## src/verilog/sensorPkg.sv

```systemverilog
package sensorPkg;

	// ==================================================
	// Bus and display constants
	// ==================================================

	// 7-bit bus address of the temperature sensor
	localparam logic [6:0] SENSOR_ADDR = 7'h48;
	// Temperature register pointer
	localparam logic [7:0] TEMP_POINTER = 8'h00;
	// Digits on the multiplexed display
	localparam int DIGITS = 4;

	// ==================================================
	// I2C master states
	// ==================================================
	typedef enum logic [2:0] {
		idle,
		start,
		sendByte,
		getAck,
		readByte,
		sendAck,
		restart,
		stop
	} masterState_t;

	// Hex glyphs, active low, segment a in bit 6 down to g in bit 0
	function automatic logic [6:0] hexToSeg(input logic [3:0] nibble);
		logic [6:0] seg;
		case (nibble)
			4'h0: seg = 7'b0000001;
			4'h1: seg = 7'b1001111;
			4'h2: seg = 7'b0010010;
			4'h3: seg = 7'b0000110;
			4'h4: seg = 7'b1001100;
			4'h5: seg = 7'b0100100;
			4'h6: seg = 7'b0100000;
			4'h7: seg = 7'b0001111;
			4'h8: seg = 7'b0000000;
			4'h9: seg = 7'b0000100;
			4'hA: seg = 7'b0001000;
			4'hB: seg = 7'b1100000;
			4'hC: seg = 7'b0110001;
			4'hD: seg = 7'b1000010;
			4'hE: seg = 7'b0110000;
			default: seg = 7'b0111000;
		endcase
		return seg;
	endfunction

endpackage

```

## src/verilog/sensorReadIf.sv

```systemverilog
`timescale 1ns/100ps

interface sensorReadIf;

	// Read request, one-cycle pulse
	logic start;

	// Master status and result
	logic busy;
	logic done;
	// Slave did not acknowledge, valid with done
	logic nack;
	// Received word, high byte first on the bus
	logic [15:0] word;

	modport sched (
		output start,
		input  busy,
		input  done,
		input  nack,
		input  word
	);

	modport master (
		input  start,
		output busy,
		output done,
		output nack,
		output word
	);

endinterface

```

## src/verilog/i2cReadMaster.sv

```systemverilog
`timescale 1ns/100ps

module i2cReadMaster #(
	parameter int CLK_DIV = 125,
	parameter logic [6:0] sensorAddr = sensorPkg::SENSOR_ADDR
) (
	input  logic I2Cclk,
	input  logic reset,
	input  logic sdaIn,
	output logic sdaOut,
	output logic scl,
	sensorReadIf.master bus
);
	import sensorPkg::*;

	localparam int DIV_W = (CLK_DIV > 1) ? $clog2(CLK_DIV) : 1;
	localparam logic [DIV_W-1:0] DIV_LAST = DIV_W'(CLK_DIV - 1);

	masterState_t state;
	logic [DIV_W-1:0] divCnt;
	logic tick;
	// Quarter of the current bit
	logic [1:0] phase;
	logic [2:0] bitCnt;
	// 0 write address, 1 pointer, 2 read address
	logic [1:0] byteCnt;
	logic secondByte;
	logic ackBit;
	logic [7:0] shiftReg;
	logic [15:0] wordReg;
	logic sdaReg;
	logic sclReg;
	logic busyReg;
	logic doneReg;
	logic nackReg;

	// ==================================================
	// Quarter-bit tick
	// ==================================================
	always_ff @(posedge I2Cclk) begin
		if (reset || state == idle) begin
			divCnt <= '0;
		end else if (tick) begin
			divCnt <= '0;
		end else begin
			divCnt <= divCnt + 1'b1;
		end
	end

	assign tick = (divCnt == DIV_LAST);

	// ==================================================
	// Transaction FSM
	// ==================================================
	always_ff @(posedge I2Cclk) begin
		if (reset) begin
			state      <= idle;
			phase      <= 2'd0;
			bitCnt     <= 3'd0;
			byteCnt    <= 2'd0;
			secondByte <= 1'b0;
			sdaReg     <= 1'b1;
			sclReg     <= 1'b1;
			busyReg    <= 1'b0;
			doneReg    <= 1'b0;
			nackReg    <= 1'b0;
		end else begin
			doneReg <= 1'b0;
			if (state == idle) begin
				// Bus released between reads
				sdaReg <= 1'b1;
				sclReg <= 1'b1;
				phase  <= 2'd0;
				if (bus.start) begin
					busyReg    <= 1'b1;
					nackReg    <= 1'b0;
					byteCnt    <= 2'd0;
					secondByte <= 1'b0;
					state      <= start;
				end
			end else if (tick) begin
				phase <= phase + 1'b1;
				case (state)
					// START and repeated START, sda falls while scl is high
					start, restart: begin
						case (phase)
							2'd0: sdaReg <= 1'b1;
							2'd1: sclReg <= 1'b1;
							2'd2: sdaReg <= 1'b0;
							default: begin
								sclReg <= 1'b0;
								bitCnt <= 3'd7;
								if (state == restart) begin
									byteCnt <= 2'd2;
								end
								state <= sendByte;
							end
						endcase
					end
					sendByte: begin
						case (phase)
							2'd0: sdaReg <= shiftReg[7];
							2'd1: sclReg <= 1'b1;
							2'd3: begin
								sclReg <= 1'b0;
								if (bitCnt == 3'd0) begin
									state <= getAck;
								end else begin
									bitCnt <= bitCnt - 1'b1;
								end
							end
							default: ;
						endcase
					end
					getAck: begin
						case (phase)
							2'd0: sdaReg <= 1'b1;
							2'd1: sclReg <= 1'b1;
							2'd3: begin
								sclReg <= 1'b0;
								if (ackBit) begin
									nackReg <= 1'b1;
									state   <= stop;
								end else begin
									case (byteCnt)
										2'd0: begin
											byteCnt <= 2'd1;
											bitCnt  <= 3'd7;
											state   <= sendByte;
										end
										2'd1: state <= restart;
										default: begin
											bitCnt <= 3'd7;
											state  <= readByte;
										end
									endcase
								end
							end
							default: ;
						endcase
					end
					readByte: begin
						case (phase)
							2'd0: sdaReg <= 1'b1;
							2'd1: sclReg <= 1'b1;
							2'd3: begin
								sclReg <= 1'b0;
								if (bitCnt == 3'd0) begin
									state <= sendAck;
								end else begin
									bitCnt <= bitCnt - 1'b1;
								end
							end
							default: ;
						endcase
					end
					// ACK the high byte, NACK the low byte
					sendAck: begin
						case (phase)
							2'd0: sdaReg <= secondByte;
							2'd1: sclReg <= 1'b1;
							2'd3: begin
								sclReg <= 1'b0;
								if (secondByte) begin
									state <= stop;
								end else begin
									secondByte <= 1'b1;
									bitCnt     <= 3'd7;
									state      <= readByte;
								end
							end
							default: ;
						endcase
					end
					// STOP, sda rises while scl is high
					stop: begin
						case (phase)
							2'd0: sdaReg <= 1'b0;
							2'd1: sclReg <= 1'b1;
							2'd2: sdaReg <= 1'b1;
							default: begin
								busyReg <= 1'b0;
								doneReg <= 1'b1;
								state   <= idle;
							end
						endcase
					end
					default: state <= idle;
				endcase
			end
		end
	end

	// ==================================================
	// Shift register and received word
	// ==================================================
	always_ff @(posedge I2Cclk) begin
		if (state == idle) begin
			shiftReg <= {sensorAddr, 1'b0};
		end else if (tick) begin
			case (state)
				restart: begin
					if (phase == 2'd3) begin
						shiftReg <= {sensorAddr, 1'b1};
					end
				end
				sendByte: begin
					if (phase == 2'd3) begin
						shiftReg <= {shiftReg[6:0], 1'b1};
					end
				end
				getAck: begin
					if (phase == 2'd2) begin
						ackBit <= sdaIn;
					end else if (phase == 2'd3 && byteCnt == 2'd0) begin
						shiftReg <= TEMP_POINTER;
					end
				end
				readByte: begin
					// Sample mid-high
					if (phase == 2'd2) begin
						shiftReg <= {shiftReg[6:0], sdaIn};
					end
				end
				sendAck: begin
					if (phase == 2'd0) begin
						if (secondByte) begin
							wordReg[7:0] <= shiftReg;
						end else begin
							wordReg[15:8] <= shiftReg;
						end
					end
				end
				default: ;
			endcase
		end
	end

	assign sdaOut   = sdaReg;
	assign scl      = sclReg;
	assign bus.busy = busyReg;
	assign bus.done = doneReg;
	assign bus.nack = nackReg;
	assign bus.word = wordReg;

endmodule

```

## src/flat_wrapper.sv

```systemverilog
// flat-port wrapper written by rule: the top's interface ports become plain ports
module i2cReadMaster_flat import sensorPkg::*;
#(
	parameter int CLK_DIV = 125,
	parameter logic [6:0] sensorAddr = sensorPkg::SENSOR_ADDR
)
  (I2Cclk, reset, sdaIn, sdaOut, scl, bus_start, bus_busy, bus_done, bus_nack, bus_word);
  sensorReadIf bus_i ();
  input  logic I2Cclk;
  input  logic reset;
  input  logic sdaIn;
  output logic sdaOut;
  output logic scl;
  input wire logic [$bits(bus_i.start)-1:0] bus_start;
  output wire logic [$bits(bus_i.busy)-1:0] bus_busy;
  output wire logic [$bits(bus_i.done)-1:0] bus_done;
  output wire logic [$bits(bus_i.nack)-1:0] bus_nack;
  output wire logic [$bits(bus_i.word)-1:0] bus_word;
  assign bus_i.start = bus_start;
  assign bus_busy = bus_i.busy;
  assign bus_done = bus_i.done;
  assign bus_nack = bus_i.nack;
  assign bus_word = bus_i.word;
  i2cReadMaster #(.CLK_DIV(CLK_DIV), .sensorAddr(sensorAddr)) u_core (.I2Cclk(I2Cclk), .reset(reset), .sdaIn(sdaIn), .sdaOut(sdaOut), .scl(scl), .bus(bus_i));
endmodule
```

## config.mk

```make
export PLATFORM = sky130hd
export DESIGN_NAME = i2cReadMaster_flat
export DESIGN_NICKNAME = d
export VERILOG_FILES = /design/src/verilog/sensorPkg.sv /design/src/verilog/sensorReadIf.sv /design/src/verilog/i2cReadMaster.sv /design/src/flat_wrapper.sv
export SDC_FILE = /design/constraint.sdc
export NUM_CORES = 1
export LEC_CHECK = 0
export ABC_AREA = 1
export BUFFER_PORTS_ARGS = -buffer_cell sky130_fd_sc_hd__buf_4
export CELL_PAD_IN_SITES_DETAIL_PLACEMENT = 0
export CELL_PAD_IN_SITES_GLOBAL_PLACEMENT = 1
export CORE_MARGIN = 10
export CORE_UTILIZATION = 46
export CTS_BUF_LIST = sky130_fd_sc_hd__clkbuf_16
export CTS_CLUSTER_DIAMETER = 150
export DETAILED_ROUTE_END_ITERATION = 16
export HOLD_SLACK_MARGIN = 0.03
export PLACE_DENSITY = 0.93
export SYNTH_ARGS = -nofsm -noshare
export SYNTH_HDL_FRONTEND = slang
export SYNTH_SLANG_ARGS = --single-unit
```

## constraint.sdc

```tcl
create_clock -name I2Cclk -period 3.65 [get_ports I2Cclk]
set_input_delay 0.73 -clock I2Cclk [delete_from_list [all_inputs] [get_ports I2Cclk]]
set_output_delay 0.73 -clock I2Cclk [all_outputs]
set_load 0.1 [all_outputs]
```

==> out/qor.yml <==
synthesis:
  synthesis.area_um2: 2460
  synthTopCellsByArea: "dfxtp_1 (25%), edfxtp_1 (21%), nand2_1 (12%), nor2_1 (7.9%), nand3_1 (5.5%)"
  async_flop_share_pct: 0
  yosys_register_bits: 48
  ys_seq_area_share_pct: 46.0
  synth.distinct_cells: 32
  synthCells: 320
  yosysWarningCount: 0
  synth_top_cells_by_count: "nand2_1 (80), nor2_1 (52), inv_1 (34)"
  synth_edf_count: 17
  synth_most_common_cell: "nand2_1"
  synth-simple-area-share_pct: 35.6
  synth_compound_area_share_pct: 5.49
  synthAdderAreaFrac_pct: 4.58
  synth_nets: 333
  yosysTopAreaCellShare_pct: 25.2
  yosys_most_used_dff: "dfxtp_1"
  synth_top_family_by_area: "simple AND/OR/NAND/NOR gates"
  avgSynthCellArea_um2: 7.69
  synth-xor-area-share_pct: 1.07
  yosys.area.top_type: "dfxtp_1"
  synthMuxAreaShare_pct: 0
global_routing:
  grt_pass1_wl_um: 9470
  track_usage_pct: 13.1
  grt_max_degree: 19
  use_met3_pct: 4.08
  overflow: 0
  antenna_found_initial: 0
  gr-usage-met2_pct: 22.3
  grt_pass1_vias: 2021
  top_usage_layer: "met2"
  met1_usage_pct: 15.5
drt:
  final_antenna_net_count: 0
  vias: 2075
  route.detailed.drc: 0
  vias_per_cell: 4.95
  drt-initial-drc-count: 130
  wl_per_cell_um: 12.4
  dr.pass1.iters: 5
  finalWirelength_um: 5200
cts:
  clock_path_buffers: 2
  cts_buffers: 5
  clk_pin_slew_worst_paths_ns: 0.06
  ctsHoldBuffers: 0
  post_cts_buffers: 0
  clockRootBuffer: "clkbuf_16"
  cts_tree: "yes"
  post_cts_resized: 0
  clock_latency_ns: 0.29
  cts.sinks: 48
  cts_htree_levels: 2
finish:
  fillers: 498
  drive_above_1_share_pct: 17.2
  n_antenna_cell: 0
  nNetsFinal: 361
  area_growth_pct: 17.2
pwr:
  p_leak_uw: 0.00129
  seqPwrFrac_pct: 36.5
  ir_drop_uv: 350
  switchingPower_uw: 647
  combPwrFrac_pct: 32.9
  swShare_pct: 37.8
  p_per_area_nw_per_um2: 594
  internal_power_uw: 1070
  p_clk_share_pct: 30.5
status:
  status: "finished clean"
setup_path:
  r2r_slack_ns: 1.83
  rr_worst_depth: 5
  r2r-start: "u_core.state[2]"
  cp.arrival_ns: 1.81
  cp.required_ns: 3.64
  crit_start: "u_core.state[2]"
  critPathKind: "flip-flop to flip-flop"
  critPathLaunchType: "flip-flop"
  crit_path_end_kind: "flip-flop"
  path_max_fanout: 12
  rr_endpoint: "u_core.bus.word[12]"
place:
  place_hpwl_um: 3920
  place_congestion: 0.879
  portBuffers: 24
  place_ws_ns: 1.77
timing:
  maxSlewViolCount: 0
  finalHoldViolations: 0
  max_freq_mhz: 550
  setup_ws_ns: 1.83
  rsz0062_at_grt: "false"
  final.min_clock_period_ns: 1.82
  relSlewSlack_pct: 62.9
  period_share_pct: 49.8
  tns_ns: 0
  tightestPinTransition_ns: 0.555
  setup_viol: 0
  skew_ns: 0.00537
floorplanning:
  coreArea_um2: 5140
  die_h_um: 93.1
  io_pins: 25
  fp-row-count: 26
  dieArea_um2: 8680
  die_x_um: 93.1
  initial_utilization_pct: 47.9
worst_hold_path:
  min_from: "u_core.scl"
  min_path_cells: 2
  hold_end: "u_core.scl"
  min_path_type: "flip-flop to flip-flop"
flow_run:
  drv_cap: 0
-- critical path, stage by stage (launching register included) --
cell,delay [ns]
dfxtp_1,0.67
nand2_2,0.14
nor2_1,0.26
nand2_1,0.08
nor3_1,0.17
buf_4,0.20
-- power by group through the flow --
stage          logic [uW]  clock network (uW)  registers, uW
2_1_floorplan         460                   0            637
3_3_place_gp          555                   0            635
3_5_place_dp          559                   0            636
4_1_cts               563                 537            624
5_1_grt               646                 560            632
6_report              564                 523            626
-- logic make-up after synthesis --
| kind of cell | count (synthesis) |
|---|---|
| compound gates | 24 |
| buf+inv | 43 |
| flops | 48 |
| simple gates | 193 |
| fa+ha+maj | 9 |
| xor+xnor | 3 |
-- metrics by stage --
| stage | power, uW | std cells | utilization (%) | hold WS [ns] | instance area, um^2 |
|---|---|---|---|---|---|
| after global placement | 1190 | 411 | 52.8 | 0.445 | 2710 |
| final | 1710 | 419 | 56.1 | 0.458 | 2880 |
| after global routing | 1840 | 419 | 56.1 | 0.486 | 2880 |
| after CTS | 1730 | 419 | 56.1 | 0.465 | 2880 |
| after detailed placement | 1190 | 411 | 52.8 | 0.449 | 2710 |
| after floorplan | 1100 | 320 | - | 0.430 | 2460 |
-- layout make-up --
type | instances | area (um^2) | share of cell area (%)
Multi-Input combinational cell | 229 | 1150 | 39.9
Sequential cell | 48 | 1130 | 39.2
Timing Repair Buffer | 26 | 195 | 6.77
Inverter | 38 | 148 | 5.12
Clock buffer | 5 | 125 | 4.34
Tap cell | 70 | 87.6 | 3.04
Clock inverter | 3 | 47.5 | 1.65
-- layout by cell type, fill, tap and decap left out --
cell / count
nand2_1: 80
nor2_1: 52
inv_1: 34
dfxtp_1: 31
nand3_1: 27
buf_4: 26
edfxtp_1: 17
nor2_2: 9
ha_1: 9
o21ai_0: 8
a21oi_1: 7
nand4_1: 6
nor3_1: 5
clkbuf_16: 5
nand2_2: 4
o21ai_1: 3
inv_2: 3
nand2_4: 3
clkinv_4: 3
nand3_2: 2
xor2_1: 2
a211oi_1: 2
nor3_4: 1
nor2_4: 1
nand3b_1: 1
xnor2_1: 1
o21ai_2: 1
o21bai_1: 1
nor4_1: 1
or2_2: 1
a31oi_1: 1
o21a_1: 1
bufinv_16: 1
-- metal layers --
layer,vias up,wire (um)
li1,1084,-
met2,49,2520
met1,934,2310
met3,8,302
met4,0,74
met5,-,0
-- how the worst max path moves through the flow --
stage | end | cells past startpoint
2_1_floorplan | u_core.bus.word[0] | 7
4_1_cts | u_core.scl | 9
5_1_grt | u_core.scl | 8
3_3_place_gp | u_core.divCnt[6] | 7
3_5_place_dp | u_core.divCnt[6] | 7
6_report | u_core.bus.word[12] | 5
-- sequential cells by signal, summed over array words and instances, names as in the netlist --
name               cells
u_core.ackBit          1
u_core.bitCnt          3
u_core.bus.busy        1
u_core.bus.done        1
u_core.bus.nack        1
u_core.bus.word       16
u_core.byteCnt         2
u_core.divCnt          7
u_core.phase           2
u_core.scl             1
u_core.sdaOut          1
u_core.secondByte      1
u_core.shiftReg        8
u_core.state           3
(Power assumes the default switching activity.)
