==> src/verilog/sensorPkg.sv <==
package sensorPkg;

	// ==================================================
	// Bus and display constants
	// ==================================================

	// 7-bit bus address of the temperature sensor
	localparam logic [6:0] SENSOR_ADDR = 7'h48;
	// Temperature register pointer
	localparam logic [7:0] TEMP_POINTER = 8'h00;
	// Digits on the multiplexed display
	localparam int DIGITS = 4;

	// ==================================================
	// I2C master states
	// ==================================================
	typedef enum logic [2:0] {
		idle,
		start,
		sendByte,
		getAck,
		readByte,
		sendAck,
		restart,
		stop
	} masterState_t;

	// Hex glyphs, active low, segment a in bit 6 down to g in bit 0
	function automatic logic [6:0] hexToSeg(input logic [3:0] nibble);
		logic [6:0] seg;
		case (nibble)
			4'h0: seg = 7'b0000001;
			4'h1: seg = 7'b1001111;
			4'h2: seg = 7'b0010010;
			4'h3: seg = 7'b0000110;
			4'h4: seg = 7'b1001100;
			4'h5: seg = 7'b0100100;
			4'h6: seg = 7'b0100000;
			4'h7: seg = 7'b0001111;
			4'h8: seg = 7'b0000000;
			4'h9: seg = 7'b0000100;
			4'hA: seg = 7'b0001000;
			4'hB: seg = 7'b1100000;
			4'hC: seg = 7'b0110001;
			4'hD: seg = 7'b1000010;
			4'hE: seg = 7'b0110000;
			default: seg = 7'b0111000;
		endcase
		return seg;
	endfunction

endpackage

==> src/verilog/sevenSegScan.sv <==
`timescale 1ns/100ps

module sevenSegScan #(
	parameter int SCAN_CYCLES = 50000
) (
	input  logic I2Cclk,
	input  logic reset,
	input  logic [15:0] value,
	output logic [6:0] cathode,
	output logic [3:0] anode
);
	import sensorPkg::*;

	localparam int SCAN_W = (SCAN_CYCLES > 1) ? $clog2(SCAN_CYCLES) : 1;
	localparam logic [SCAN_W-1:0] SCAN_LAST = SCAN_W'(SCAN_CYCLES - 1);
	localparam logic [1:0] LAST_DIGIT = 2'(DIGITS - 1);

	logic [SCAN_W-1:0] scanCnt;
	logic [1:0] digitIdx;
	logic [3:0] nibble;

	// ==================================================
	// Refresh counter and digit index
	// ==================================================
	always_ff @(posedge I2Cclk) begin
		if (reset) begin
			scanCnt  <= '0;
			digitIdx <= 2'd0;
		end else if (scanCnt == SCAN_LAST) begin
			scanCnt <= '0;
			if (digitIdx == LAST_DIGIT) begin
				digitIdx <= 2'd0;
			end else begin
				digitIdx <= digitIdx + 1'b1;
			end
		end else begin
			scanCnt <= scanCnt + 1'b1;
		end
	end

	// Digit i shows value bits 4i+3 down to 4i
	assign nibble = value[{digitIdx, 2'b00} +: 4];

	// ==================================================
	// Registered display drive
	// ==================================================
	always_ff @(posedge I2Cclk) begin
		if (reset) begin
			// All digits dark
			anode   <= 4'b1111;
			cathode <= 7'b1111111;
		end else begin
			anode   <= ~(4'b0001 << digitIdx);
			cathode <= hexToSeg(nibble);
		end
	end

endmodule
==> config.mk <==
export PLATFORM = sky130hd
export DESIGN_NAME = sevenSegScan
export DESIGN_NICKNAME = d
export VERILOG_FILES = /design/src/verilog/sensorPkg.sv /design/src/verilog/sevenSegScan.sv
export SDC_FILE = /design/constraint.sdc
export NUM_CORES = 1
export LEC_CHECK = 0
export BUFFER_PORTS_ARGS = -buffer_cell sky130_fd_sc_hd__buf_2
export CAP_MARGIN = 20
export CORE_MARGIN = 5
export CORE_UTILIZATION = 40
export CTS_BUF_LIST = sky130_fd_sc_hd__clkbuf_8 sky130_fd_sc_hd__clkbuf_16
export DETAILED_ROUTE_END_ITERATION = 10
export PLACE_DENSITY = 0.67
export SKIP_CTS_REPAIR_TIMING = 1
export SLEW_MARGIN = 20
export SYNTH_ARGS = -nofsm -noshare
export SYNTH_HDL_FRONTEND = slang
export SYNTH_SLANG_ARGS = --single-unit
==> constraint.sdc <==
create_clock -name I2Cclk -period 5.3 [get_ports I2Cclk]
set_input_delay 0.795 -clock I2Cclk [delete_from_list [all_inputs] [get_ports I2Cclk]]
set_output_delay 0.795 -clock I2Cclk [all_outputs]
set_load 0.01 [all_outputs]
==> flow_metrics.py, run 1 <==
metrics = {
    "clocking": {
        "clockBufferDepth": 2,
        "clock-sinks": 29,
        "path_clk_slew_ns": 0.06,
        "cts_made_buffers": 5,
        "cts_tree": "done",
        "htreeDepth": 2,
        "clkLatencyLatePin_ns": 0.28,
        "root_buffer": "clkbuf_8",
    },
    "grt": {
        "grt_use_total": 0.126,
        "antenna_found_initial": 0,
        "gr-total-overflow": 0,
        "grt_pass1_wl_mm": 5.03,
        "grt_pass1_vias": 1179,
        "grt_max_degree": 16,
    },
    "place": {
        "postPlaceCellArea_um2": 1580,
        "port_buffers": 28,
        "finalWeightedCongestion": 0.748,
        "hpwl_mm": 2.04,
    },
    "worst_setup_path": {
        "worstSetupPathType": "register to register",
        "regToRegSetupSlack_ns": 3.08,
        "worstReg2RegEnd": "cathode[6]",
        "reg2regPathDepth": 5,
        "critPathMaxFanout": 9,
        "end_kind": "register",
        "crit_path_end": "cathode[6]",
        "worstPathArrival_ns": 2.38,
        "crit-reg2reg-launch": "digitIdx[0]",
        "start_kind": "register",
        "required_ns": 5.47,
        "crit_start": "digitIdx[0]",
    },
    "sta": {
        "fmax_mhz": 451,
        "finalHoldViolCount": 0,
        "min_period_ns": 2.22,
        "worst_pin_slew_ns": 0.509,
        "finalClockSkew_ns": 0.00289,
        "finalMaxSlewViolations": 0,
        "whs_ns": 0.471,
        "rsz0062_at_grt": "no",
        "fin_crit_sh": 0.418,
        "relSlewSlack": 0.660,
        "setup_violations": 0,
        "fin_tns_setup_ns": 0,
    },
    "synth": {
        "yosysTopAreaCell": "dfxtp_1",
        "synthFlopType": "dfxtp_1",
        "ys_seq_area_frac": 0.404,
        "ys_ff_latch": 29,
        "async_flop_share": 0,
        "syn-cell-area_um2": 1440,
        "yosys_warnings": 0,
        "avgSynthCellArea_um2": 9.77,
        "synth-edff-count": 0,
        "ys_types": 32,
        "synth.net_count": 176,
        "syn-instance-count": 147,
        "synth_area_leaders": "dfxtp_1 (40%), ha_1 (9.6%), xor2_1 (6.7%)",
        "synth_top_area_frac": 0.404,
    },
    "detailed_routing": {
        "wl_mm": 2.70,
        "via_per_inst": 5.00,
        "postRouteAntennaNets": 0,
        "vias": 1105,
        "dr.pass1.iters": 4,
        "first_iter_violations": 42,
        "wl_per_cell_um": 12.2,
        "drc": 0,
    },
    "cells_and_area": {
        "final_common_cell": "dfxtp_1",
        "drive_above_1_share": 0.223,
        "fin_util": 0.489,
        "syn_to_final_growth_pct": 16.3,
        "antenna_cells": 0,
        "finalInstanceArea_um2": 1670,
        "nNetsFinal": 203,
        "layout_common_cells": "dfxtp_1 (29), buf_2 (28), nor2_1 (16)",
    },
    "die": {
        "die_area_um2": 4890,
        "die_h_um": 69.9,
        "ioPinCount": 29,
        "dieWidth_um": 69.9,
        "coreArea_um2": 3420,
        "rows": 21,
        "initial_core_util": 0.421,
    },
    "run": {
        "cap_viol_max_count": 0,
    },
    "power_and_ir_drop": {
        "leakagePower_nw": 0.702,
        "power.total_w": 0.000443,
        "peakVddDrop_uv": 140,
        "powerDensity_nw_per_um2": 265,
    },
    "outcome": {
        "status": "finished, final reports clean",
    },
    "worst_hold_path": {
        "hp-class": "register to register",
    },
}
## worst max-delay path: stages, from the launching register on
cell and delay [ns]:
dfxtp_1 0.56, mux4_1 0.72, ha_1 0.28, or3b_1 0.39
o221ai_1 0.08, nand2_1 0.07
## cell usage after synthesis (3+ instances only)
cell type and instances:
xor2_1 11, ha_1 11, inv_1 4, and3_1 3, mux2i_1 3, or3_1 3
buf_2 4, a21oi_1 5, nand2_1 14, dfxtp_1 29, and4_1 3, nand3_1 9
nor2_1 16, nand4_1 5
## worst min path at each step
| stage | from | endpoint | slack (ns) | cells past startpoint |
|---|---|---|---|---|
| 2_1_floorplan | scanCnt[0] | scanCnt[0] | 0.43 | 1 |
| 3_3_place_gp | scanCnt[0] | scanCnt[0] | 0.44 | 1 |
| 3_5_place_dp | scanCnt[0] | scanCnt[0] | 0.46 | 1 |
| 4_1_cts | scanCnt[0] | scanCnt[0] | 0.48 | 1 |
| 5_1_grt | scanCnt[0] | scanCnt[0] | 0.50 | 1 |
| 6_report | scanCnt[0] | scanCnt[0] | 0.47 | 1 |
## metrics by stage
stage,cells,setup slack (ns)
2_1_floorplan,147,3.06
3_3_place_gp,213,2.92
3_5_place_dp,213,2.85
4_1_cts,221,3.07
5_1_grt,221,2.95
6_report,221,3.08
## where the power goes
group | total (W) | internal (W) | switching, W
sequential | 0.000227 | 0.000225 | 0.00000259
combinational | 0.0000400 | 0.0000186 | 0.0000214
clock | 0.000176 | 0.0000903 | 0.0000856
total | 0.000443 | 0.000334 | 0.000110
## registers in the layout, indices dropped and copies added (netlist names)
signal	flops
digitIdx	2
cathode	7
anode	4
scanCnt	16
## metal layers
layer / global-route usage / up-vias / part of all wire
met4: 0.0553 / 0 / 0.013
met1: 0.145 / 503 / 0.46
met5: 0 / - / 0
met3: 0.0531 / 4 / 0.062
li1: - / 569 / -
met2: 0.205 / 29 / 0.47
## area by class of cell
type | instances | area [um^2]
clock buffers | 5 | 68.8
well taps | 46 | 57.6
multi-input cells | 105 | 787
fillers | 328 | 1750
clock inverters | 3 | 17.5
inverters | 5 | 18.8
repair buffers | 28 | 140
flip-flops and latches | 29 | 581
## cells by family after synthesis
group,after synthesis,share of synthesized area
AO/OA/AOI/OAI,14,0.0636
XOR/XNOR,13,0.0793
adder cells (fa/ha/maj),11,0.0958
buffers and inverters,13,0.0479
flip-flops,29,0.404
multiplexers,9,0.105
AND/OR/NAND/NOR,58,0.205
Note: power is estimated with default switching activity, not from simulation.
==> run 2, diff against run 1 <==
ABC_AREA = 1   (was default)
PLACE_DENSITY = 0.69   (was 0.67)
clock period = 1.9 ns   (was 5.3 ns; I/O delays follow)
==> flow_metrics.py, run 2 <==
metrics = {
    "outcome": {
        "status": "finished, final reports clean",
    },
    "detailed_routing": {
        "postRouteAntennaNets": 0,
        "wl_met2_mm": 1.57,
        "drc": 0,
        "wl_met3_um": 142,
        "vias": 1474,
        "first_iter_violations": 83,
        "dr.pass1.iters": 4,
        "wl_per_cell_um": 10.4,
        "via_per_inst": 4.66,
        "routed.top_layer": "met4",
        "wl_met1_mm": 1.53,
        "wl_mm": 3.28,
    },
    "cells_and_area": {
        "syn_to_final_growth_pct": 19.6,
        "fillers": 385,
        "regMostFlops": "scanCnt",
        "drive_above_1_share": 0.203,
        "regArea_um2": 582,
        "antenna_cells": 0,
        "fin_util": 0.484,
        "final_common_cell": "nand2_1",
        "top_regs": "scanCnt (16), cathode (7), anode (4)",
        "largest_reg_flops": 16,
        "nNetsFinal": 294,
        "multi_input_area_um2": 905,
        "layout_common_cells": "nand2_1 (72), nor2_1 (30), nand3_1 (29)",
    },
    "clocking": {
        "clock-sinks": 29,
        "clkLatencyLatePin_ns": 0.28,
        "cts_tree": "done",
        "clockBufferDepth": 2,
        "cts_made_buffers": 5,
        "htreeDepth": 2,
        "root_buffer": "clkbuf_8",
        "path_clk_slew_ns": 0.06,
    },
    "power_and_ir_drop": {
        "p_sw_frac": 0.219,
        "leakagePower_nw": 0.830,
        "powerDensity_nw_per_um2": 738,
        "p_sw_w": 0.000309,
        "peakVddDrop_uv": 272,
        "seq_power_share": 0.449,
        "power_frac_comb": 0.084,
        "clockPowerShare": 0.467,
        "p_int_w": 0.00110,
        "power.total_w": 0.00141,
    },
    "die": {
        "die_area_um2": 5350,
        "die_h_um": 73.2,
        "initial_core_util": 0.405,
        "rows": 23,
        "coreArea_um2": 3940,
        "dieWidth_um": 73.2,
        "ioPinCount": 29,
    },
    "run": {
        "cap_viol_max_count": 0,
    },
    "grt": {
        "antenna_found_initial": 0,
        "grt_pass1_vias": 1386,
        "grt_pass1_wl_mm": 5.73,
        "grt_use_total": 0.135,
        "gr-total-overflow": 0,
        "grt_max_degree": 17,
    },
    "synth": {
        "synth_top_area_frac": 0.364,
        "yosysTopAreaCell": "dfxtp_1",
        "synth-edff-count": 0,
        "async_flop_share": 0,
        "ys_seq_area_frac": 0.364,
        "synth.net_count": 260,
        "avgSynthCellArea_um2": 6.91,
        "yosys-top-cells-count": "nand2_1 (72), nor2_1 (30), dfxtp_1 (29), nand3_1 (29), inv_1 (17)",
        "syn-cell-area_um2": 1600,
        "synthFlopType": "dfxtp_1",
        "ys_types": 25,
        "syn-instance-count": 231,
        "synth_area_leaders": "dfxtp_1 (36%), nand2_1 (17%), nand3_1 (9.1%)",
        "yosys_warnings": 0,
        "yosysMostFrequentCell": "nand2_1",
        "ys_ff_latch": 29,
    },
    "place": {
        "hpwl_mm": 2.44,
        "port_buffers": 28,
        "place_ws_ns": 0.108,
        "finalWeightedCongestion": 0.847,
    },
    "worst_setup_path": {
        "reg2regPathDepth": 10,
        "crit_top_cell": "nand2_1",
        "cp_num_cells": 10,
        "crit_family": "simple AND/OR/NAND/NOR gates",
        "cpPeakStageDelay_ns": 0.46,
        "end_kind": "register",
        "worstReg2RegEnd": "cathode[1]",
        "slowest_stage": "dfxtp_2",
        "crit_chain": "inv_4 -> nand2_1 -> nand3_1 -> nand2_1 -> inv_1 -> ha_1 -> nand3_1 -> nand2_1 -> nand2_1 -> nand2_1",
        "regToRegSetupSlack_ns": 0.27,
        "crit_path_end": "cathode[1]",
        "crit_start": "digitIdx[0]",
        "critPathMaxFanout": 12,
        "crit-reg2reg-launch": "digitIdx[0]",
        "start_kind": "register",
        "worstPathArrival_ns": 1.80,
        "cp.buffers_inverters": 2,
        "required_ns": 2.07,
        "worstSetupPathType": "register to register",
    },
    "sta": {
        "min_period_ns": 1.63,
        "finalClockSkew_ns": 0.00538,
        "fin_tns_setup_ns": 0,
        "rsz0062_at_grt": "no",
        "fin_crit_sh": 0.858,
        "relSlewSlack": 0.808,
        "finalMaxSlewViolations": 0,
        "finalHoldViolCount": 0,
        "worst_pin_slew_ns": 0.288,
        "fmax_mhz": 614,
        "setup_ws_ns": 0.271,
        "setup_violations": 0,
        "whs_ns": 0.249,
    },
    "worst_hold_path": {
        "hp-class": "input pin to register",
    },
}
## run 2: changes by cell type after synthesis, moves of 4 or more
cell	change
nor2_1	+14
nand2_1	+58
xor2_1	-7
buf_2	-4
inv_1	+13
nand3_1	+20
## run 2: worst min-delay path by stage
| stage | from | end | slack (ns) | cells after the start |
|---|---|---|---|---|
| 5_1_grt | reset | cathode[5] | 0.25 | 3 |
| 3_3_place_gp | scanCnt[0] | scanCnt[0] | 0.43 | 1 |
| 6_report | reset | cathode[5] | 0.25 | 3 |
| 2_1_floorplan | reset | cathode[0] | 0.38 | 2 |
| 4_1_cts | reset | cathode[5] | 0.24 | 3 |
| 3_5_place_dp | scanCnt[0] | scanCnt[0] | 0.44 | 1 |
## run 2: layer usage
metal	vias up	global-route usage
met2	38	0.221
met4	0	0.0512
met1	636	0.167
met3	4	0.0386
li1	796	-
met5	-	0
## run 2: area by class of cell
cell class / count / area share
Multi-Input combinational cell: 176 / 0.474
Tap cell: 50 / 0.0328
Inverter: 24 / 0.0485
Clock buffer: 6 / 0.0433
Timing Repair Buffer: 29 / 0.0773
Clock inverter: 2 / 0.0197
Sequential cell: 29 / 0.305
## run 2: tightest hold or removal path, stage by stage
cell and delay, ns:
buf_2 0.12, nor2_1 0.05, nand2_1 0.05
## run 2: through the flow
| step | cells | instance area [um^2] |
|---|---|---|
| floorplan | 231 | 1600 |
| global placement | 308 | 1790 |
| global route | 316 | 1910 |
| CTS | 316 | 1910 |
| finish | 316 | 1910 |
| detailed placement | 308 | 1790 |
## run 2: power by group through the flow
stage,clock [W],combinational (W),sequential [W]
finish,0.000659,0.000118,0.000633
global route,0.000701,0.000134,0.000635
CTS,0.000675,0.000119,0.000633
detailed placement,0,0.000118,0.000646
global placement,0,0.000118,0.000647
floorplan,0,0.0000663,0.000653
## run 2: cells by family (layout without fill, tap and decap cells)
group / Yosys count / in the layout / synth area share
AOI/OAI and AO/OA: 8 / 8 / 0.0266
xor gates and xnor gates: 5 / 5 / 0.0274
and+or+nand+nor: 152 / 152 / 0.426
DFF: 29 / 29 / 0.364
buffers and inverters: 26 / 61 / 0.0698
adders and majority gates: 11 / 11 / 0.0862
