==> config.mk <==
export PLATFORM = sky130hd
export DESIGN_NAME = readScheduler_flat
export DESIGN_NICKNAME = d
export VERILOG_FILES = /design/src/verilog/sensorReadIf.sv /design/src/verilog/readScheduler.sv /design/src/flat_wrapper.sv
export SDC_FILE = /design/constraint.sdc
export NUM_CORES = 1
export LEC_CHECK = 0
export BUFFER_PORTS_ARGS = -buffer_cell sky130_fd_sc_hd__buf_4
export CAP_MARGIN = 15
export CORE_MARGIN = 2
export CORE_UTILIZATION = 58
export CTS_CLUSTER_DIAMETER = 200
export CTS_CLUSTER_SIZE = 12
export DETAILED_ROUTE_END_ITERATION = 6
export PLACE_DENSITY = 0.84
export SYNTH_ARGS = -nofsm -noshare
export SYNTH_HDL_FRONTEND = slang
export SYNTH_SLANG_ARGS = --single-unit
==> constraint.sdc <==
create_clock -name I2Cclk -period 4.25 [get_ports I2Cclk]
set_clock_uncertainty 0.15 [all_clocks]
set_input_delay 0.6375 -clock I2Cclk [delete_from_list [all_inputs] [get_ports I2Cclk]]
set_output_delay 0.6375 -clock I2Cclk [all_outputs]
set_load 0.01 [all_outputs]
==> src/verilog/sensorReadIf.sv <==
`timescale 1ns/100ps

interface sensorReadIf;

	// Read request, one-cycle pulse
	logic start;

	// Master status and result
	logic busy;
	logic done;
	// Slave did not acknowledge, valid with done
	logic nack;
	// Received word, high byte first on the bus
	logic [15:0] word;

	modport sched (
		output start,
		input  busy,
		input  done,
		input  nack,
		input  word
	);

	modport master (
		input  start,
		output busy,
		output done,
		output nack,
		output word
	);

endinterface

==> src/verilog/readScheduler.sv <==
`timescale 1ns/100ps

module readScheduler #(
	parameter int POLL_CYCLES = 5000000
) (
	input  logic I2Cclk,
	input  logic reset,
	sensorReadIf.sched bus,
	output logic [15:0] heldWord,
	output logic nackError
);

	localparam int POLL_W = (POLL_CYCLES > 1) ? $clog2(POLL_CYCLES) : 1;
	localparam logic [POLL_W-1:0] POLL_LAST = POLL_W'(POLL_CYCLES - 1);

	logic [POLL_W-1:0] pollCnt;
	// Read issued and not yet done
	logic waiting;
	logic startReg;

	// ==================================================
	// Poll timer
	// ==================================================
	always_ff @(posedge I2Cclk) begin
		if (reset) begin
			// Expired, so the first read goes out right after reset
			pollCnt  <= POLL_LAST;
			waiting  <= 1'b0;
			startReg <= 1'b0;
		end else begin
			startReg <= 1'b0;
			if (bus.done) begin
				pollCnt <= '0;
				waiting <= 1'b0;
			end else if (!waiting) begin
				if (pollCnt == POLL_LAST) begin
					if (!bus.busy) begin
						startReg <= 1'b1;
						waiting  <= 1'b1;
					end
				end else begin
					pollCnt <= pollCnt + 1'b1;
				end
			end
		end
	end

	assign bus.start = startReg;

	// Last good word and latest status
	always_ff @(posedge I2Cclk) begin
		if (reset) begin
			heldWord  <= 16'h0000;
			nackError <= 1'b0;
		end else if (bus.done) begin
			nackError <= bus.nack;
			if (!bus.nack) begin
				heldWord <= bus.word;
			end
		end
	end

endmodule

==> src/flat_wrapper.sv <==
// flat-port wrapper written by rule: the top's interface ports become plain ports
module readScheduler_flat 
#(
	parameter int POLL_CYCLES = 5000000
)
  (I2Cclk, reset, heldWord, nackError, bus_start, bus_busy, bus_done, bus_nack, bus_word);
  sensorReadIf bus_i ();
  input  logic I2Cclk;
  input  logic reset;
  output logic [15:0] heldWord;
  output logic nackError;
  output wire logic [$bits(bus_i.start)-1:0] bus_start;
  input wire logic [$bits(bus_i.busy)-1:0] bus_busy;
  input wire logic [$bits(bus_i.done)-1:0] bus_done;
  input wire logic [$bits(bus_i.nack)-1:0] bus_nack;
  input wire logic [$bits(bus_i.word)-1:0] bus_word;
  assign bus_start = bus_i.start;
  assign bus_i.busy = bus_busy;
  assign bus_i.done = bus_done;
  assign bus_i.nack = bus_nack;
  assign bus_i.word = bus_word;
  readScheduler #(.POLL_CYCLES(POLL_CYCLES)) u_core (.I2Cclk(I2Cclk), .reset(reset), .bus(bus_i), .heldWord(heldWord), .nackError(nackError));
endmodule
==> results of run 1 <==
-- cells by family (layout without fill, tap and decap cells) --
logic type,count (synthesis),after routing,synth area share (%)
DFF,42,42,43.4
xor gates and xnor gates,10,10,4.52
AOI/OAI and AO/OA,53,53,16.9
buffers and inverters,16,51,3.55
and+or+nand+nor,109,109,29.5
adders and majority gates,1,1,0.645
muxes,3,3,1.55
-- path summary, 6_finish.rpt --
| path | endpoint | slack (ns) |
|---|---|---|
| max | u_core.pollCnt[16] | 1.90 |
| min | u_core.bus.start | 0.30 |
| min reg2reg | u_core.heldWord[14] | 0.31 |
| max reg2reg | u_core.pollCnt[16] | 1.90 |
-- power groups by stage --
stage / Clock (W) / Combinational, W / Sequential, W
6_report: 0.000205 / 0.000108 / 0.000428
2_1_floorplan: 0 / 0.0000648 / 0.000437
5_1_grt: 0.000224 / 0.000118 / 0.000430
4_1_cts: 0.000207 / 0.000107 / 0.000428
3_3_place_gp: 0 / 0.000104 / 0.000436
3_5_place_dp: 0 / 0.000106 / 0.000437
-- synthesized netlist by cell type (3+ instances only) --
master / instances
nand2_1: 45
dfxtp_1: 42
a21oi_1: 23
nand3_1: 13
nor2_1: 13
o21ai_0: 10
clkbuf_1: 9
nand4_1: 7
inv_1: 5
nor3_1: 5
xnor2_1: 5
xor2_1: 5
or4_1: 4
and4_4: 3
mux2i_1: 3
nor4_1: 3
nor4_2: 3
o2111ai_1: 3
o211ai_1: 3
o311ai_0: 3
o31ai_1: 3
-- per-stage QoR --
stage / cells / hold slack, ns / total power [W] / area [um2] / setup slack (ns)
final: 313 / 0.300 / 0.000741 / 2290 / 1.90
after global placement: 305 / 0.293 / 0.000540 / 2230 / 1.99
after floorplan: 234 / 0.315 / 0.000502 / 1940 / 2.29
after global routing: 313 / 0.286 / 0.000773 / 2290 / 1.77
after detailed placement: 305 / 0.297 / 0.000543 / 2230 / 1.86
after CTS: 313 / 0.303 / 0.000742 / 2290 / 1.98
-- final cells by class --
cell class	count	area share, %
Multi-Input combinational cell	176	44.9
Sequential cell	42	36.7
Timing Repair Buffer	38	12.5
Clock buffer	7	2.41
Tap cell	44	2.41
Inverter	5	0.820
Clock inverter	1	0.219
-- routing by layer --
metal	part of all wire [%]	global-route usage (%)	vias up
met1	46	34.4	821
met3	6.4	5.59	9
met5	0	0	-
met2	46	37.0	59
met4	1.7	10.6	0
li1	-	-	914
-- worst max-delay path: cells and delay by family, from the launching register on --
kind	cells	cell delay, ns
AO/OA/AOI/OAI	1	0.17
AND/OR/NAND/NOR	4	1.54
flip-flops	1	0.44
-- flip-flops by register name (all words and copies together) (netlist names) --
name              cells
u_core.pollCnt       23
u_core.heldWord      16
u_core.bus.start      1
u_core.nackError      1
u_core.waiting        1
==> metrics.txt, run 1 <==
# TYPE chip_impl_metric gauge
chip_impl_metric{name="drt_drc_violations_left",unit=""} 0
chip_impl_metric{name="worstPathMaxFanout",unit=""} 11
chip_impl_metric{name="die_area",unit="um2"} 3820
chip_impl_metric{name="grt_util_all_layers",unit="%"} 24.8
chip_impl_metric{name="maxSlewHeadroom",unit="%"} 31.6
chip_impl_metric{name="total_power_density_per_cell_area",unit="nW/um2"} 324
chip_impl_metric{name="timing.final.crit_share",unit="%"} 55.3
chip_impl_metric{name="layout-area-overhead-vs-synth",unit="%"} 18.1
chip_impl_metric{name="antenna_cells",unit=""} 0
chip_impl_metric{name="synth.yosys.seq_area_share",unit="%"} 43.4
chip_impl_metric{name="comb_power_share",unit="%"} 14.5
chip_impl_metric{name="sum_neg_setup_slack",unit="ns"} 0
chip_impl_metric{name="ir_drop",unit="uV"} 263
chip_impl_metric{name="cpPeakStageDelay",unit="ns"} 0.52
chip_impl_info{name="synth.top_cells.by_area",value="dfxtp_1, nand2_1, a21oi_1"} 1
chip_impl_info{name="start_kind",value="register"} 1
chip_impl_info{name="root_buffer",value="clkbuf_4"} 1
chip_impl_info{name="synth_top_area_cell",value="dfxtp_1"} 1
chip_impl_metric{name="synth.avg_cell_area",unit="um2"} 8.28
chip_impl_metric{name="drt-vias-per-instance",unit=""} 5.76
chip_impl_metric{name="clock-sinks",unit=""} 42
chip_impl_metric{name="worst_ep_arrival_time",unit="ns"} 2.52
chip_impl_info{name="cpMaxStageDelayCell",value="or4_1"} 1
chip_impl_metric{name="hpwl",unit="um"} 3110
chip_impl_metric{name="cts_post_setup_buffers_inserted",unit=""} 0
chip_impl_metric{name="port-buffer-count",unit=""} 38
chip_impl_metric{name="cts_buffer_depth",unit=""} 2
chip_impl_metric{name="core_region_area",unit="um2"} 3130
chip_impl_metric{name="wire_per_inst",unit="um"} 14.1
chip_impl_metric{name="synth_edf_count",unit=""} 0
chip_impl_metric{name="cts_hold_repair.buffers",unit=""} 0
chip_impl_metric{name="fp.dieH",unit="um"} 61.8
chip_impl_info{name="crit_start",value="u_core.pollCnt[3]"} 1
chip_impl_info{name="layout.cells.most_common_list",value="nand2_1, dfxtp_1, buf_4, a21oi_1"} 1
chip_impl_metric{name="synth.cell_area",unit="um2"} 1940
chip_impl_metric{name="synth_cells",unit=""} 234
chip_impl_info{name="endpoint_kind",value="register"} 1
chip_impl_metric{name="worst_slew_pin_slew",unit="ns"} 1.02
chip_impl_metric{name="grt_start_max_net_pins",unit=""} 26
chip_impl_metric{name="finalCoreUtilization",unit="%"} 73.2
chip_impl_metric{name="setup-violations-final",unit=""} 0
chip_impl_metric{name="tritoncts.num_buffers",unit=""} 5
chip_impl_metric{name="num_rows",unit=""} 20
chip_impl_metric{name="route.antenna.remaining_nets",unit=""} 0
chip_impl_info{name="final_common_cell",value="nand2_1"} 1
chip_impl_metric{name="rr_worst_depth",unit=""} 5
chip_impl_metric{name="area_of_the_multi_input_gates",unit="um2"} 1030
chip_impl_metric{name="ys_warn_count",unit=""} 0
chip_impl_info{name="critical_path_cell_list",value="nand4_1, nor3_2, o21ai_2, or4_1, nand2_1"} 1
chip_impl_metric{name="fmax",unit="MHz"} 425
chip_impl_metric{name="mappedNetlistNets",unit=""} 256
chip_impl_info{name="setup.worst_path.class",value="register to register"} 1
chip_impl_info{name="synth_ff_type",value="dfxtp_1"} 1
chip_impl_metric{name="grt_pass1_vias",unit=""} 1519
chip_impl_metric{name="sequential_cell_area",unit="um2"} 841
chip_impl_metric{name="synth.lib_cells_used.distinct",unit=""} 42
chip_impl_metric{name="globalplace.congestion",unit=""} 0.867
chip_impl_metric{name="async_flop_share",unit="%"} 0
chip_impl_metric{name="starting_utilization_of_the_core_area",unit="%"} 62.0
chip_impl_info{name="run_status",value="finished clean"} 1
chip_impl_metric{name="power.net_switching",unit="W"} 0.000202
chip_impl_info{name="crit-reg2reg-launch",value="u_core.pollCnt[3]"} 1
chip_impl_metric{name="chipWidth",unit="um"} 61.8
chip_impl_metric{name="grt_total_ovfl",unit=""} 0
chip_impl_metric{name="fraction_of_synthesized_cell_area_taken_by_the_top_area_cell_type",unit="%"} 43.4
chip_impl_metric{name="crit_required",unit="ns"} 4.41
chip_impl_metric{name="register_share_of_total_power",unit="%"} 57.8
chip_impl_metric{name="insertion_delay",unit="ns"} 0.36
chip_impl_metric{name="routed_wirelength",unit="um"} 4420
chip_impl_metric{name="worst_setup_hold_path_clk_slew",unit="ns"} 0.11
chip_impl_metric{name="global_route_wire_length_before_repair",unit="um"} 6910
chip_impl_metric{name="initialDrtViolationCount",unit=""} 125
chip_impl_info{name="worst_hold_path_type",value="primary input to register"} 1
chip_impl_info{name="rsz_0062_raised_after_global_routing",value="false"} 1
chip_impl_metric{name="antenna_found_initial",unit=""} 0
chip_impl_metric{name="layout_min_cycle_time",unit="ns"} 2.35
chip_impl_metric{name="firstDrtPassIters",unit=""} 4
chip_impl_metric{name="final_layout_size_suffix_gt1_share",unit="%"} 20.4
chip_impl_metric{name="nFillCells",unit=""} 255
chip_impl_metric{name="hold_path_depth",unit=""} 2
chip_impl_info{name="tritoncts",value="yes"} 1
chip_impl_metric{name="num_vias",unit=""} 1803
chip_impl_metric{name="clock_network_power_share",unit="%"} 27.7
chip_impl_metric{name="io_count",unit=""} 39
chip_impl_metric{name="design_internal_power",unit="W"} 0.000539
chip_impl_metric{name="swShare",unit="%"} 27.3
chip_impl_metric{name="maxCapViolations",unit=""} 0
chip_impl_metric{name="report.final.hold_viol_count",unit=""} 0
chip_impl_metric{name="count_of_pins_over_their_slew_limit",unit=""} 0
chip_impl_metric{name="synth-seq-cells",unit=""} 42
chip_impl_info{name="hold_path.startpoint",value="bus_busy"} 1
chip_impl_metric{name="clock_tree.htree_level_count",unit=""} 2
chip_impl_metric{name="layout.nets",unit=""} 290
chip_impl_metric{name="cellLeakagePower",unit="nW"} 0.860
chip_impl_metric{name="post_cts_resize_count",unit=""} 0
(Power assumes the default switching activity.)
==> run 2: changes to the inputs <==
--- a/config.mk
+++ b/config.mk
@@ -8,11 +8,11 @@
 export BUFFER_PORTS_ARGS = -buffer_cell sky130_fd_sc_hd__buf_4
 export CAP_MARGIN = 15
 export CORE_MARGIN = 2
-export CORE_UTILIZATION = 58
+export CORE_UTILIZATION = 54
 export CTS_CLUSTER_DIAMETER = 200
 export CTS_CLUSTER_SIZE = 12
 export DETAILED_ROUTE_END_ITERATION = 6
-export PLACE_DENSITY = 0.84
+export PLACE_DENSITY = 0.79
 export SYNTH_ARGS = -nofsm -noshare
 export SYNTH_HDL_FRONTEND = slang
 export SYNTH_SLANG_ARGS = --single-unit
==> constraint.sdc (replaced) <==
create_clock -name I2Cclk -period 2.4 [get_ports I2Cclk]
set_clock_uncertainty 0.15 [all_clocks]
set_input_delay 0.36 -clock I2Cclk [delete_from_list [all_inputs] [get_ports I2Cclk]]
set_output_delay 0.36 -clock I2Cclk [all_outputs]
set_load 0.01 [all_outputs]
==> run 2 against run 1 <==
Compared with the run above:
- sequential cell count unchanged
- worst hold slack got worse by 0.22 ns
- highest routed layer unchanged
- clock power increased by 75%
- routed wire length increased by 1.1%
==> metrics.txt, run 2 (same netlist as run 1, synthesis figures left out) <==
# TYPE chip_impl_metric gauge
chip_impl_metric{name="firstDrtPassIters",unit=""} 4
chip_impl_info{name="setup.worst_path.class",value="register to register"} 1
chip_impl_metric{name="final_layout_size_suffix_gt1_share",unit="%"} 21.9
chip_impl_metric{name="grt_start_max_net_pins",unit=""} 26
chip_impl_metric{name="report.final.hold_viol_count",unit=""} 0
chip_impl_info{name="largest_registers",value="u_core.pollCnt (23), u_core.heldWord (16)"} 1
chip_impl_metric{name="drt-vias-per-instance",unit=""} 5.73
chip_impl_metric{name="post_cts_resize_count",unit=""} 0
chip_impl_metric{name="largest_reg_flops",unit=""} 23
chip_impl_metric{name="total_power_density_per_cell_area",unit="nW/um2"} 564
chip_impl_metric{name="cts_post_setup_buffers_inserted",unit=""} 0
chip_impl_metric{name="layout-area-overhead-vs-synth",unit="%"} 20.2
chip_impl_metric{name="finalHoldWorstSlack",unit="ns"} 0.0766
chip_impl_metric{name="worst_ep_arrival_time",unit="ns"} 2.17
chip_impl_metric{name="layout.nets",unit=""} 295
chip_impl_metric{name="global_route_wire_length_before_repair",unit="um"} 7580
chip_impl_metric{name="setup-violations-final",unit=""} 0
chip_impl_metric{name="hpwl",unit="um"} 3200
chip_impl_metric{name="sum_neg_setup_slack",unit="ns"} 0
chip_impl_metric{name="cellLeakagePower",unit="nW"} 0.880
chip_impl_metric{name="clock_tree.htree_level_count",unit=""} 2
chip_impl_metric{name="chipWidth",unit="um"} 63.9
chip_impl_metric{name="worst_setup_hold_path_clk_slew",unit="ns"} 0.13
chip_impl_metric{name="power.net_switching",unit="W"} 0.000382
chip_impl_metric{name="clock-sinks",unit=""} 42
chip_impl_metric{name="fmax",unit="MHz"} 493
chip_impl_metric{name="initialDrtViolationCount",unit=""} 159
chip_impl_metric{name="cts_hold_repair.buffers",unit=""} 0
chip_impl_metric{name="antenna_found_initial",unit=""} 0
chip_impl_metric{name="timing.final.crit_share",unit="%"} 84.5
chip_impl_metric{name="crit_required",unit="ns"} 2.54
chip_impl_metric{name="swShare",unit="%"} 29.0
chip_impl_metric{name="post-route-cell-area",unit="um2"} 2330
chip_impl_info{name="layout.cells.most_common_list",value="nand2_1, buf_4, dfxtp_1, a21oi_1"} 1
chip_impl_info{name="crit_family",value="simple AND/OR/NAND/NOR gates"} 1
chip_impl_info{name="critical_path_cell_list",value="nor4b_1, and3_4, a21o_1, nor4_1, mux2i_1"} 1
chip_impl_metric{name="place_area",unit="um2"} 2260
chip_impl_info{name="tritoncts",value="yes"} 1
chip_impl_metric{name="maxCapViolations",unit=""} 0
chip_impl_info{name="top_register",value="u_core.pollCnt"} 1
chip_impl_metric{name="num_vias",unit=""} 1834
chip_impl_info{name="final_common_cell",value="nand2_1"} 1
chip_impl_metric{name="antenna_cells",unit=""} 0
chip_impl_metric{name="nFillCells",unit=""} 289
chip_impl_info{name="run_status",value="finished clean"} 1
chip_impl_metric{name="io_count",unit=""} 39
chip_impl_metric{name="cpPeakStageDelay",unit="ns"} 0.48
chip_impl_metric{name="routed_wirelength",unit="um"} 4470
chip_impl_metric{name="wire_per_inst",unit="um"} 14.0
chip_impl_info{name="endpoint_kind",value="register"} 1
chip_impl_metric{name="die_area",unit="um2"} 4080
chip_impl_metric{name="route.antenna.remaining_nets",unit=""} 0
chip_impl_metric{name="design_internal_power",unit="W"} 0.000933
chip_impl_metric{name="register_share_of_total_power",unit="%"} 57.8
chip_impl_metric{name="tritoncts.num_buffers",unit=""} 5
chip_impl_metric{name="fp.dieH",unit="um"} 63.9
chip_impl_metric{name="maxSlewHeadroom",unit="%"} 59.0
chip_impl_metric{name="insertion_delay",unit="ns"} 0.36
chip_impl_info{name="start_kind",value="register"} 1
chip_impl_info{name="worst_hold_path_type",value="primary input to register"} 1
chip_impl_metric{name="ir_drop",unit="uV"} 403
chip_impl_metric{name="worst_slew_pin_slew",unit="ns"} 0.614
chip_impl_metric{name="comb_power_share",unit="%"} 14.9
chip_impl_metric{name="worstPathMaxFanout",unit=""} 11
chip_impl_metric{name="globalplace.congestion",unit=""} 0.836
chip_impl_metric{name="clock_network_power_share",unit="%"} 27.3
chip_impl_metric{name="grt_total_ovfl",unit=""} 0
chip_impl_metric{name="core_region_area",unit="um2"} 3390
chip_impl_metric{name="cts_buffer_depth",unit=""} 2
chip_impl_info{name="rsz_0062_raised_after_global_routing",value="false"} 1
chip_impl_info{name="root_buffer",value="clkbuf_4"} 1
chip_impl_metric{name="worst-path-buf-inv",unit=""} 0
chip_impl_metric{name="port-buffer-count",unit=""} 38
chip_impl_metric{name="num_rows",unit=""} 21
chip_impl_metric{name="starting_utilization_of_the_core_area",unit="%"} 57.2
chip_impl_metric{name="grt_util_all_layers",unit="%"} 23.8
chip_impl_metric{name="drt_drc_violations_left",unit=""} 0
chip_impl_metric{name="count_of_pins_over_their_slew_limit",unit=""} 0
chip_impl_metric{name="layout_min_cycle_time",unit="ns"} 2.03
chip_impl_metric{name="grt_pass1_vias",unit=""} 1636
chip_impl_info{name="cpMaxStageDelayCell",value="nor4b_1"} 1
-- run 2: changes by cell type in the layout (fill, tap and decap cells not counted), sizes merged --
cell         before  now
buf              38   42
clkbuf            7    5
clkinv            1    2
clkinvlp          0    1
dlygate4sd3       0    1
-- run 2: layout make-up --
type                            instances  area [um2]  share of cell area (%)
Timing Repair Buffer                   43         325                    14.0
Clock buffer                            5        37.5                    1.61
Multi-Input combinational cell        176        1030                    44.1
Tap cell                               46        57.6                    2.47
Inverter                                5        18.8                   0.806
Clock inverter                          3        21.3                   0.913
Sequential cell                        42         841                    36.1
-- run 2: worst paths after layout --
| check | from | to | slack (ns) | depth (start not counted) |
|---|---|---|---|---|
| min reg2reg | u_core.heldWord[3] | u_core.heldWord[3] | 0.31 | 2 |
| max reg2reg | u_core.pollCnt[17] | u_core.pollCnt[17] | 0.37 | 5 |
| min | bus_word[6] | u_core.heldWord[6] | 0.08 | 3 |
| max | u_core.pollCnt[17] | u_core.pollCnt[17] | 0.37 | 5 |
-- run 2: metrics by stage --
stage          cells  power, W  worst slack (ns)  util (%)
2_1_floorplan    234  0.000889             0.549         -
3_3_place_gp     311  0.000965             0.462      66.7
3_5_place_dp     311  0.000968             0.383      66.7
4_1_cts          319   0.00132             0.363      68.4
5_1_grt          320   0.00138             0.220      68.7
6_report         320   0.00131             0.371      68.7
-- run 2: power by group through the flow --
stage	Sequential [W]	Combinational, W	Clock (W)
2_1_floorplan	0.000774	0.000115	0
3_3_place_gp	0.000773	0.000192	0
3_5_place_dp	0.000774	0.000194	0
4_1_cts	0.000759	0.000194	0.000367
5_1_grt	0.000764	0.000220	0.000400
6_report	0.000759	0.000197	0.000359
-- run 2: per-layer routing --
| layer | global-route usage, % | share of wire, % | vias to the layer above |
|---|---|---|---|
| met2 | 35.3 | 47 | 54 |
| li1 | - | - | 919 |
| met3 | 6.34 | 6.8 | 7 |
| met1 | 33.1 | 45 | 854 |
| met5 | 0 | 0 | - |
| met4 | 8.42 | 1.2 | 0 |
-- run 2: worst min-delay path, cell delays in order --
cell and delay, ns:
buf_4 0.11, nand2_1 0.04, a21oi_1 0.05
